[src/cpuPkg.sv]
// ISA field positions, opcode and ALU operation types, forwarding selects
`default_nettype none

package cpuPkg;

	parameter int XLEN = 32;
	parameter int RegAddrWidth = 5;

	// Instruction word fields
	parameter int OpMsb = 31;
	parameter int OpLsb = 26;
	parameter int RdLsb = 21;
	parameter int RsLsb = 16;
	parameter int RtLsb = 11;

	// All-zero word decodes as NOP
	parameter logic [XLEN-1:0] NopInstr = '0;

	typedef enum logic [5:0] {
		OpNop  = 6'd0,
		OpAdd  = 6'd1,
		OpSub  = 6'd2,
		OpAnd  = 6'd3,
		OpOr   = 6'd4,
		OpXor  = 6'd5,
		OpSlt  = 6'd6,
		OpAddi = 6'd7,
		OpLw   = 6'd8,
		OpSw   = 6'd9,
		OpHalt = 6'd10
	} opcodeT;

	typedef enum logic [2:0] {
		AluAdd   = 3'd0,
		AluSub   = 3'd1,
		AluAnd   = 3'd2,
		AluOr    = 3'd3,
		AluXor   = 3'd4,
		AluSlt   = 3'd5,
		AluPassB = 3'd6
	} aluOpT;

	typedef enum logic [1:0] {
		FwdReg = 2'd0,
		FwdMem = 2'd1,
		FwdWb  = 2'd2
	} fwdSelT;

endpackage

`default_nettype wire

[src/cpuCore.sv]
// Pipelined core top level with stage wiring and writeback trace port
`default_nettype none

module cpuCore #(
	parameter logic [cpuPkg::XLEN-1:0] ResetPc = '0,
	parameter int DataAddrWidth = 16
) (
	input  wire logic                            clk,
	input  wire logic                            rstN,
	input  wire logic [cpuPkg::XLEN-1:0]         instr,
	input  wire logic                            memAck,
	input  wire logic [cpuPkg::XLEN-1:0]         memRdata,
	output logic      [cpuPkg::XLEN-1:0]         instrAddr,
	output logic                                 memReq,
	output logic                                 memWe,
	output logic      [DataAddrWidth-1:0]        memAddr,
	output logic      [cpuPkg::XLEN-1:0]         memWdata,
	output logic                                 wbEn,
	output logic      [cpuPkg::RegAddrWidth-1:0] wbAddr,
	output logic      [cpuPkg::XLEN-1:0]         wbData,
	output logic                                 halt
);
	import cpuPkg::*;

	logic [XLEN-1:0] fetchedInstr;
	logic stallFront, stallAll, bubble, memBusy;
	fwdSelT fwdA, fwdB;

	logic [RegAddrWidth-1:0] rsAddr, rtAddr;
	logic [XLEN-1:0] exOpA, exOpB, exImm;
	aluOpT exAluOp;
	logic exUseImm, exLoad, exStore, exWrEn, exHalt;
	logic [RegAddrWidth-1:0] exRd;

	logic [XLEN-1:0] memResult, memStoreData;
	logic memLoad, memStore, memWrEn, memHalt;
	logic [RegAddrWidth-1:0] memRd;

	logic wbWrEn, wbHalt;
	logic [RegAddrWidth-1:0] wbRd;

	// Register zero writes never retire to the trace
	assign wbEn = wbWrEn & (wbRd != '0);
	assign wbAddr = wbRd;

	fetchStage #(.ResetPc(ResetPc)) fetch (
		.clk(clk), .rstN(rstN), .instr(instr), .stallFront(stallFront),
		.stallAll(stallAll), .halt(halt), .instrAddr(instrAddr), .fetchedInstr(fetchedInstr)
	);

	decodeStage decode (
		.clk(clk), .rstN(rstN), .fetchedInstr(fetchedInstr), .stallFront(stallFront),
		.stallAll(stallAll), .bubble(bubble), .wrEn(wbEn), .wrAddr(wbRd), .wrData(wbData),
		.rsAddr(rsAddr), .rtAddr(rtAddr), .exOpA(exOpA), .exOpB(exOpB), .exImm(exImm),
		.exAluOp(exAluOp), .exUseImm(exUseImm), .exLoad(exLoad), .exStore(exStore),
		.exWrEn(exWrEn), .exRd(exRd), .exHalt(exHalt)
	);

	executeStage execute (
		.clk(clk), .rstN(rstN), .stallAll(stallAll), .fwdA(fwdA), .fwdB(fwdB),
		.exOpA(exOpA), .exOpB(exOpB), .exImm(exImm), .exAluOp(exAluOp),
		.exUseImm(exUseImm), .exLoad(exLoad), .exStore(exStore), .exWrEn(exWrEn),
		.exRd(exRd), .exHalt(exHalt), .memFwdData(memResult), .wbFwdData(wbData),
		.memResult(memResult), .memStoreData(memStoreData), .memLoad(memLoad),
		.memStore(memStore), .memWrEn(memWrEn), .memRd(memRd), .memHalt(memHalt)
	);

	memoryStage #(.DataAddrWidth(DataAddrWidth)) memory (
		.clk(clk), .rstN(rstN), .memResult(memResult), .memStoreData(memStoreData),
		.memLoad(memLoad), .memStore(memStore), .memWrEn(memWrEn), .memRd(memRd),
		.memHalt(memHalt), .memAck(memAck), .memRdata(memRdata), .memReq(memReq),
		.memWe(memWe), .memAddr(memAddr), .memWdata(memWdata), .memBusy(memBusy),
		.wbWrEn(wbWrEn), .wbRd(wbRd), .wbData(wbData), .wbHalt(wbHalt)
	);

	pipelineControl control (
		.clk(clk), .rstN(rstN), .rsAddr(rsAddr), .rtAddr(rtAddr), .exRd(exRd),
		.exWrEn(exWrEn), .exLoad(exLoad), .memRd(memRd), .memWrEn(memWrEn),
		.memBusy(memBusy), .wbRd(wbRd), .wbWrEn(wbWrEn), .wbHalt(wbHalt),
		.stallFront(stallFront), .bubble(bubble), .stallAll(stallAll),
		.fwdA(fwdA), .fwdB(fwdB), .halt(halt)
	);

endmodule

`default_nettype wire

[src/decodeStage.sv]
// Instruction decoder, register file and decode-to-execute register
`default_nettype none

module decodeStage (
	input  wire logic                            clk,
	input  wire logic                            rstN,
	input  wire logic [cpuPkg::XLEN-1:0]         fetchedInstr,
	input  wire logic                            stallFront,
	input  wire logic                            stallAll,
	input  wire logic                            bubble,
	input  wire logic                            wrEn,
	input  wire logic [cpuPkg::RegAddrWidth-1:0] wrAddr,
	input  wire logic [cpuPkg::XLEN-1:0]         wrData,
	output logic      [cpuPkg::RegAddrWidth-1:0] rsAddr,
	output logic      [cpuPkg::RegAddrWidth-1:0] rtAddr,
	output logic      [cpuPkg::XLEN-1:0]         exOpA,
	output logic      [cpuPkg::XLEN-1:0]         exOpB,
	output logic      [cpuPkg::XLEN-1:0]         exImm,
	output cpuPkg::aluOpT                        exAluOp,
	output logic                                 exUseImm,
	output logic                                 exLoad,
	output logic                                 exStore,
	output logic                                 exWrEn,
	output logic      [cpuPkg::RegAddrWidth-1:0] exRd,
	output logic                                 exHalt
);
	import cpuPkg::*;

	opcodeT opcode;
	aluOpT aluOp;
	logic [XLEN-1:0] rsData, rtData, imm;
	logic useImm, isLoad, isStore, writes, isHalt;

	assign opcode = opcodeT'(fetchedInstr[OpMsb:OpLsb]);
	assign imm = {{(XLEN-16){fetchedInstr[15]}}, fetchedInstr[15:0]};
	assign rsAddr = fetchedInstr[RsLsb +: RegAddrWidth];

	always_comb begin
		aluOp = AluPassB;
		useImm = 1'b0;
		isLoad = 1'b0;
		isStore = 1'b0;
		writes = 1'b0;
		isHalt = 1'b0;
		rtAddr = fetchedInstr[RtLsb +: RegAddrWidth];
		case (opcode)
			OpAdd: begin aluOp = AluAdd; writes = 1'b1; end
			OpSub: begin aluOp = AluSub; writes = 1'b1; end
			OpAnd: begin aluOp = AluAnd; writes = 1'b1; end
			OpOr:  begin aluOp = AluOr;  writes = 1'b1; end
			OpXor: begin aluOp = AluXor; writes = 1'b1; end
			OpSlt: begin aluOp = AluSlt; writes = 1'b1; end
			OpAddi, OpLw: begin
				aluOp = AluAdd;
				useImm = 1'b1;
				writes = 1'b1;
				isLoad = (opcode == OpLw);
				rtAddr = '0;
			end
			// Store data comes from the rd field
			OpSw: begin
				aluOp = AluAdd;
				useImm = 1'b1;
				isStore = 1'b1;
				rtAddr = fetchedInstr[RdLsb +: RegAddrWidth];
			end
			OpHalt: begin isHalt = 1'b1; rtAddr = '0; end
			default: rtAddr = '0;
		endcase
	end

	regFile regs (
		.clk(clk), .rstN(rstN), .rsAddr(rsAddr), .rtAddr(rtAddr),
		.wrEn(wrEn), .wrAddr(wrAddr), .wrData(wrData), .rsData(rsData), .rtData(rtData)
	);

	always_ff @(posedge clk or negedge rstN) begin
		if (!rstN) begin
			{exLoad, exStore, exWrEn, exHalt} <= '0;
		end else if (!stallAll) begin
			if (bubble || stallFront) begin
				{exLoad, exStore, exWrEn, exHalt} <= '0;
			end else begin
				{exLoad, exStore, exWrEn, exHalt} <= {isLoad, isStore, writes, isHalt};
			end
		end
	end

	always_ff @(posedge clk) begin
		if (!stallAll) begin
			exOpA <= rsData;
			exOpB <= rtData;
			exImm <= imm;
			exAluOp <= aluOp;
			exUseImm <= useImm;
			exRd <= fetchedInstr[RdLsb +: RegAddrWidth];
		end
	end

endmodule

`default_nettype wire

[src/executeStage.sv]
// Operand forwarding muxes, ALU and execute-to-memory register
`default_nettype none

module executeStage (
	input  wire logic                            clk,
	input  wire logic                            rstN,
	input  wire logic                            stallAll,
	input  wire cpuPkg::fwdSelT                  fwdA,
	input  wire cpuPkg::fwdSelT                  fwdB,
	input  wire logic [cpuPkg::XLEN-1:0]         exOpA,
	input  wire logic [cpuPkg::XLEN-1:0]         exOpB,
	input  wire logic [cpuPkg::XLEN-1:0]         exImm,
	input  wire cpuPkg::aluOpT                   exAluOp,
	input  wire logic                            exUseImm,
	input  wire logic                            exLoad,
	input  wire logic                            exStore,
	input  wire logic                            exWrEn,
	input  wire logic [cpuPkg::RegAddrWidth-1:0] exRd,
	input  wire logic                            exHalt,
	input  wire logic [cpuPkg::XLEN-1:0]         memFwdData,
	input  wire logic [cpuPkg::XLEN-1:0]         wbFwdData,
	output logic      [cpuPkg::XLEN-1:0]         memResult,
	output logic      [cpuPkg::XLEN-1:0]         memStoreData,
	output logic                                 memLoad,
	output logic                                 memStore,
	output logic                                 memWrEn,
	output logic      [cpuPkg::RegAddrWidth-1:0] memRd,
	output logic                                 memHalt
);
	import cpuPkg::*;

	logic [XLEN-1:0] liveA, liveB, opA, opB, aluB, result;
	logic [XLEN-1:0] holdA, holdB;
	logic holdValid;

	assign liveA = (fwdA == FwdMem) ? memFwdData : (fwdA == FwdWb) ? wbFwdData : exOpA;
	assign liveB = (fwdB == FwdMem) ? memFwdData : (fwdB == FwdWb) ? wbFwdData : exOpB;

	// The writeback producer leaves during a memory stall, so keep the operands
	assign opA = holdValid ? holdA : liveA;
	assign opB = holdValid ? holdB : liveB;
	assign aluB = exUseImm ? exImm : opB;

	always_comb begin
		case (exAluOp)
			AluAdd: result = opA + aluB;
			AluSub: result = opA - aluB;
			AluAnd: result = opA & aluB;
			AluOr:  result = opA | aluB;
			AluXor: result = opA ^ aluB;
			AluSlt: result = {{(XLEN-1){1'b0}}, $signed(opA) < $signed(aluB)};
			default: result = aluB;
		endcase
	end

	always_ff @(posedge clk or negedge rstN) begin
		if (!rstN) begin
			holdValid <= 1'b0;
		end else begin
			holdValid <= stallAll;
		end
	end

	always_ff @(posedge clk) begin
		if (stallAll && !holdValid) begin
			holdA <= liveA;
			holdB <= liveB;
		end
	end

	always_ff @(posedge clk or negedge rstN) begin
		if (!rstN) begin
			{memLoad, memStore, memWrEn, memHalt} <= '0;
		end else if (!stallAll) begin
			{memLoad, memStore, memWrEn, memHalt} <= {exLoad, exStore, exWrEn, exHalt};
		end
	end

	always_ff @(posedge clk) begin
		if (!stallAll) begin
			memResult <= result;
			memStoreData <= opB;
			memRd <= exRd;
		end
	end

endmodule

`default_nettype wire

[src/fetchStage.sv]
// Program counter and fetch-to-decode instruction register
`default_nettype none

module fetchStage #(
	parameter logic [cpuPkg::XLEN-1:0] ResetPc = '0
) (
	input  wire logic                    clk,
	input  wire logic                    rstN,
	input  wire logic [cpuPkg::XLEN-1:0] instr,
	input  wire logic                    stallFront,
	input  wire logic                    stallAll,
	input  wire logic                    halt,
	output logic      [cpuPkg::XLEN-1:0] instrAddr,
	output logic      [cpuPkg::XLEN-1:0] fetchedInstr
);
	import cpuPkg::*;

	logic [XLEN-1:0] pc;
	logic haltSeen;
	logic freeze;

	assign freeze = stallFront | stallAll | halt;
	assign instrAddr = pc;

	// Once a HALT is fetched only NOPs follow it down the pipe
	always_ff @(posedge clk or negedge rstN) begin
		if (!rstN) begin
			pc <= ResetPc;
			fetchedInstr <= NopInstr;
			haltSeen <= 1'b0;
		end else if (!freeze) begin
			if (haltSeen) begin
				fetchedInstr <= NopInstr;
			end else begin
				pc <= pc + 1'b1;
				fetchedInstr <= instr;
				haltSeen <= (opcodeT'(instr[OpMsb:OpLsb]) == OpHalt);
			end
		end
	end

endmodule

`default_nettype wire

[src/memoryStage.sv]
// Four-phase data-memory requester and memory-to-writeback register
`default_nettype none

module memoryStage #(
	parameter int DataAddrWidth = 16
) (
	input  wire logic                            clk,
	input  wire logic                            rstN,
	input  wire logic [cpuPkg::XLEN-1:0]         memResult,
	input  wire logic [cpuPkg::XLEN-1:0]         memStoreData,
	input  wire logic                            memLoad,
	input  wire logic                            memStore,
	input  wire logic                            memWrEn,
	input  wire logic [cpuPkg::RegAddrWidth-1:0] memRd,
	input  wire logic                            memHalt,
	input  wire logic                            memAck,
	input  wire logic [cpuPkg::XLEN-1:0]         memRdata,
	output logic                                 memReq,
	output logic                                 memWe,
	output logic      [DataAddrWidth-1:0]        memAddr,
	output logic      [cpuPkg::XLEN-1:0]         memWdata,
	output logic                                 memBusy,
	output logic                                 wbWrEn,
	output logic      [cpuPkg::RegAddrWidth-1:0] wbRd,
	output logic      [cpuPkg::XLEN-1:0]         wbData,
	output logic                                 wbHalt
);
	import cpuPkg::*;

	typedef enum logic [1:0] {
		StIdle,
		StReq,
		StRelease
	} stateT;

	stateT state, stateNext;
	logic [XLEN-1:0] loadData;
	logic access;

	assign access = memLoad | memStore;
	assign memReq = (state == StReq);
	assign memWe = memStore;
	assign memAddr = memResult[DataAddrWidth-1:0];
	assign memWdata = memStoreData;

	// Busy until ack is seen low after the request drops
	always_comb begin
		stateNext = state;
		memBusy = 1'b0;
		case (state)
			StIdle: begin
				memBusy = access;
				if (access) stateNext = StReq;
			end
			StReq: begin
				memBusy = 1'b1;
				if (memAck) stateNext = StRelease;
			end
			StRelease: begin
				memBusy = memAck;
				if (!memAck) stateNext = StIdle;
			end
			default: stateNext = StIdle;
		endcase
	end

	always_ff @(posedge clk or negedge rstN) begin
		if (!rstN) begin
			state <= StIdle;
		end else begin
			state <= stateNext;
		end
	end

	always_ff @(posedge clk) begin
		if (state == StReq && memAck) begin
			loadData <= memRdata;
		end
	end

	always_ff @(posedge clk or negedge rstN) begin
		if (!rstN) begin
			wbWrEn <= 1'b0;
			wbHalt <= 1'b0;
		end else begin
			wbWrEn <= memWrEn & ~memBusy;
			wbHalt <= memHalt & ~memBusy;
		end
	end

	always_ff @(posedge clk) begin
		wbRd <= memRd;
		wbData <= memLoad ? loadData : memResult;
	end

endmodule

`default_nettype wire

[src/pipelineControl.sv]
// Hazard detection, forwarding selection, stall generation and halt state
`default_nettype none

module pipelineControl (
	input  wire logic                            clk,
	input  wire logic                            rstN,
	input  wire logic [cpuPkg::RegAddrWidth-1:0] rsAddr,
	input  wire logic [cpuPkg::RegAddrWidth-1:0] rtAddr,
	input  wire logic [cpuPkg::RegAddrWidth-1:0] exRd,
	input  wire logic                            exWrEn,
	input  wire logic                            exLoad,
	input  wire logic [cpuPkg::RegAddrWidth-1:0] memRd,
	input  wire logic                            memWrEn,
	input  wire logic                            memBusy,
	input  wire logic [cpuPkg::RegAddrWidth-1:0] wbRd,
	input  wire logic                            wbWrEn,
	input  wire logic                            wbHalt,
	output logic                                 stallFront,
	output logic                                 bubble,
	output logic                                 stallAll,
	output cpuPkg::fwdSelT                       fwdA,
	output cpuPkg::fwdSelT                       fwdB,
	output logic                                 halt
);
	import cpuPkg::*;

	logic [RegAddrWidth-1:0] exRs, exRt;
	logic loadUse, haltQ;

	assign loadUse = exLoad && exWrEn && exRd != '0 && (exRd == rsAddr || exRd == rtAddr);

	assign stallAll = memBusy;
	assign stallFront = loadUse & ~stallAll;
	assign bubble = loadUse & ~stallAll;

	// Source addresses of the instruction now in execute
	always_ff @(posedge clk or negedge rstN) begin
		if (!rstN) begin
			exRs <= '0;
			exRt <= '0;
		end else if (!stallAll) begin
			exRs <= bubble ? '0 : rsAddr;
			exRt <= bubble ? '0 : rtAddr;
		end
	end

	// Memory stage is the younger producer
	assign fwdA = (memWrEn && memRd != '0 && memRd == exRs) ? FwdMem :
		(wbWrEn && wbRd != '0 && wbRd == exRs) ? FwdWb : FwdReg;
	assign fwdB = (memWrEn && memRd != '0 && memRd == exRt) ? FwdMem :
		(wbWrEn && wbRd != '0 && wbRd == exRt) ? FwdWb : FwdReg;

	always_ff @(posedge clk or negedge rstN) begin
		if (!rstN) begin
			haltQ <= 1'b0;
		end else if (wbHalt) begin
			haltQ <= 1'b1;
		end
	end

	assign halt = haltQ | wbHalt;

endmodule

`default_nettype wire

[src/regFile.sv]
// Register file with two read ports, one write port and write-through bypass
`default_nettype none

module regFile (
	input  wire logic                            clk,
	input  wire logic                            rstN,
	input  wire logic [cpuPkg::RegAddrWidth-1:0] rsAddr,
	input  wire logic [cpuPkg::RegAddrWidth-1:0] rtAddr,
	input  wire logic                            wrEn,
	input  wire logic [cpuPkg::RegAddrWidth-1:0] wrAddr,
	input  wire logic [cpuPkg::XLEN-1:0]         wrData,
	output logic      [cpuPkg::XLEN-1:0]         rsData,
	output logic      [cpuPkg::XLEN-1:0]         rtData
);
	import cpuPkg::*;

	logic [XLEN-1:0] regs [2**RegAddrWidth];

	always_ff @(posedge clk or negedge rstN) begin
		if (!rstN) begin
			for (int i = 0; i < 2**RegAddrWidth; i++) begin
				regs[i] <= '0;
			end
		end else if (wrEn && wrAddr != '0) begin
			regs[wrAddr] <= wrData;
		end
	end

	// Same-cycle write wins over the stored value
	assign rsData = (rsAddr == '0) ? '0 :
		(wrEn && wrAddr == rsAddr) ? wrData : regs[rsAddr];
	assign rtData = (rtAddr == '0) ? '0 :
		(wrEn && wrAddr == rtAddr) ? wrData : regs[rtAddr];

endmodule

`default_nettype wire

[config.mk]
export PLATFORM = sky130hd
export DESIGN_NAME = cpuCore
export DESIGN_NICKNAME = d
export VERILOG_FILES = /design/src/cpuPkg.sv /design/src/cpuCore.sv /design/src/decodeStage.sv /design/src/executeStage.sv /design/src/fetchStage.sv /design/src/memoryStage.sv /design/src/pipelineControl.sv /design/src/regFile.sv
export SDC_FILE = /design/constraint.sdc
export NUM_CORES = 2
export LEC_CHECK = 0
export BUFFER_PORTS_ARGS = -buffer_cell sky130_fd_sc_hd__buf_4
export CORE_MARGIN = 2
export CORE_UTILIZATION = 60
export CTS_CLUSTER_SIZE = 25
export DETAILED_ROUTE_END_ITERATION = 8
export PLACE_DENSITY_LB_ADDON = 0.15
export SKIP_CTS_REPAIR_TIMING = 1
export SLEW_MARGIN = 20
export SYNTH_ARGS = -nofsm -noshare
export SYNTH_HDL_FRONTEND = slang
export SYNTH_SLANG_ARGS = --single-unit
[constraint.sdc]
create_clock -name clk -period 12.6 [get_ports clk]
set_input_delay 1.26 -clock clk [delete_from_list [all_inputs] [get_ports clk]]
set_output_delay 1.26 -clock clk [all_outputs]
set_load 0.01 [all_outputs]
==> results.toml <==
[die]
die_area_um2 = 130000
floorplan.initialDensity = 0.605
fp-row-count = 130
coreArea_um2 = 126000
die_width_um = 360
ios = 188
die_h_um = 360

[setup_path]
crit_top_cell = "mux2i_1"
worstPathRequired_ns = 13.14
cp_slowest_stage_delay_ns = 0.86
end_kind = "register"
crit_path_start_kind = "register"
slowest_stage = "a2111oi_0"
crit_chain = "nor3_1, a21bo_2, nor4_4, buf_4, mux2i_1, o21ai_0, mux2_2, mux2i_1, ha_1, nor2b_1, a2111oi_0, nand2_1, a21oi_1, nand3b_1, a22o_1, or4_1, o2111ai_1, o211ai_1"
arrival_ns = 7.07
r2r_cells = 18
cp_max_fo = 32
worstSetupPathType = "reg2reg"

[timing]
finalClockSkew_ns = 0.0294
period_needed_ns = 6.53
setup_viol = 0
min_period_over_period = 0.518
relSlewSlack = 0.248
slew_violations = 0
finalHoldViolCount = 0
setup_slack_ns = 6.07
hold_slack_ns = 0.372
rsz0062_at_grt = "false"
final.setup.tns_ns = 0
fmax_ghz = 0.153
worst_slew_pin_slew_ns = 1.12

[global_routing]
grt_max_degree = 179
grt_overflow_total = 0
antenna_found_initial = 5
grt_pass1_vias = 54500
grt_pass1_wl_um = 357000
track_usage = 0.369

[clock_network]
clockBufferDepth = 3
numCtsBuffers = 151
cts.reportedPaths.clkPinSlew_ns = 0.06
tritoncts = "built"
h-tree-depth = 4
clk_latency_ns = 0.80
cts.sinks = 1404
clockRootBuffer = "clkbuf_16"

[status]
status = "finished, final reports clean"

[final_layout]
largest_reg_flops = 1024
top_register = "decode.regs.regs"
syn_to_final_growth_pct = 9.77
layout.nets = 6480
fin_cells = 8083
drive_above_1_share = 0.318
nFillCells = 9343

[synth]
yosysWarnings = 0
yosysSeqAreaShare = 0.476
synth_top_area_cell = "dfrtp_1"
ys.flop_type = "dfrtp_1"
synthCells = 6443
synth.distinct_cells = 94
netlist_area_um2 = 76100
synth_edf_count = 254
synth_seq_cells = 1404
syn-num-nets = 6613
synthTopCellsByArea = "dfrtp_1 37%, mux2_2 16%, edfxtp_1 10%"
async_flop_share = 0.793
synth.avg_cell_area_um2 = 11.8
synth_top_cell_area_share = 0.366

[worst_hold_path]
hold_class = "reg2reg"
hold_depth = 0

[routing]
dr.pass1.iters = 6
num_vias = 55900
antenna_left = 0
drt_wl_total_um = 240000
drt_first_iter_violations = 6818
drc = 0
via_per_inst = 6.92
wl_per_cell_um = 29.7

[placement]
gp_congestion = 0.964
dp_slack_ns = 6.26
dp.cells = 7807
io_buffers = 187
hpwlAfterDp_um = 144000

[run]
cap_violations = 0

[power]
power.total_mw = 22.7
p_leak_nw = 36.0
ir_worst_vdd_mv = 0.166
p_per_area_nw_per_um2 = 272
[final cells by class]
class | instances | area, um^2 | area share
flip-flops and latches | 1404 | 36200 | 0.434
multi-input cells | 4314 | 37300 | 0.446
inverters | 107 | 402 | 0.00481
clock buffers | 235 | 4600 | 0.0551
diodes | 1 | 2.50 | 0.0000300
repair buffers | 332 | 2590 | 0.0310
clock inverters | 40 | 343 | 0.00411
well taps | 1650 | 2060 | 0.0247
[cells in the mapped netlist, drive strengths merged, types with 19 or more instances]
master	instances
dfrtp	1113
mux2	1058
nand2	883
clkbuf	419
mux4	330
edfxtp	254
nor2	237
mux2i	210
buf	199
o21ai	193
nand3	172
a21oi	130
inv	105
ha	101
o22ai	92
a31oi	89
a32oi	89
xnor2	66
a211oi	63
nand2b	49
and3	48
nor4	45
a22o	39
dfxtp	37
nor3	34
a22oi	30
a311oi	25
o211ai	25
o21a	23
nand4	22
xor2	22
a311o	21
nor2b	19
[per-stage QoR]
stage               area (um^2)  utilization
floorplan                 76100            -
global placement          78600        0.625
detailed placement        78600        0.625
CTS                       83500        0.664
global route              83500        0.664
finish                    83500        0.664
[metal layers]
layer | up-vias | track usage | wire length [um]
li1 | 23500 | - | -
met1 | 28700 | 0.508 | 94000
met2 | 3105 | 0.565 | 109000
met3 | 620 | 0.0918 | 26400
met4 | 4 | 0.150 | 10500
met5 | - | 0 | 27
[cell usage in the layout (no fill, tap or decap), drive strengths merged, types with 15 or more instances in the layout]
master / instances
nor2: 237
mux4: 330
dfxtp: 37
nor3: 34
xnor2: 66
nand2b: 49
a31oi: 89
nand3: 172
a311oi: 25
nor2b: 19
nand2: 883
ha: 101
clkinv: 33
inv: 109
a22o: 39
nor4: 45
a22oi: 30
buf: 332
mux2i: 210
edfxtp: 254
and2: 15
o31ai: 16
and3: 48
o22ai: 92
o21ai: 193
o221ai: 16
a32oi: 89
o211ai: 25
a211oi: 63
a311o: 21
dfrtp: 1113
nand4: 22
xor2: 22
a21oi: 130
mux2: 1058
o21a: 23
clkbuf: 235
[cells by family after synthesis]
| logic type | after synthesis | share of synthesized area |
|---|---|---|
| AND/OR/NAND/NOR | 1577 | 0.0910 |
| flip-flops | 1404 | 0.476 |
| buffers and inverters | 725 | 0.0383 |
| multiplexers | 1598 | 0.282 |
| AO/OA/AOI/OAI | 948 | 0.0854 |
| XOR/XNOR | 88 | 0.0101 |
| adder cells (fa/ha/maj) | 103 | 0.0171 |
[power by group]
group | switching (mW) | internal [mW] | leakage [nW]
Combinational | 6.30 | 4.19 | 15.6
Clock | 1.87 | 2.57 | 2.45
Sequential | 1.39 | 6.41 | 18.0
[worst paths after layout]
check	from	to	slack, ns
max	memory.wbRd[4]	execute.memResult[31]	6.07
min	decode.regs.regs[1020]	decode.regs.regs[1020]	0.37
max reg2reg	memory.wbRd[4]	execute.memResult[31]	6.07
min reg2reg	decode.regs.regs[1020]	decode.regs.regs[1020]	0.37
max in group asynchronous	rstN	decode.regs.regs[188]	9.79
min in group asynchronous	rstN	decode.regs.regs[291]	0.53
[critical path, delay by kind of cell, from the launching register on]
kind / cells / cell delay, ns
AOI/OAI and AO/OA: 7 / 2.13
adders and majority gates: 1 / 0.42
buffers and inverters: 1 / 0.53
DFF: 1 / 0.66
muxes: 3 / 0.94
and+or+nand+nor: 6 / 1.61
Note: power is estimated with default switching activity, not from simulation.
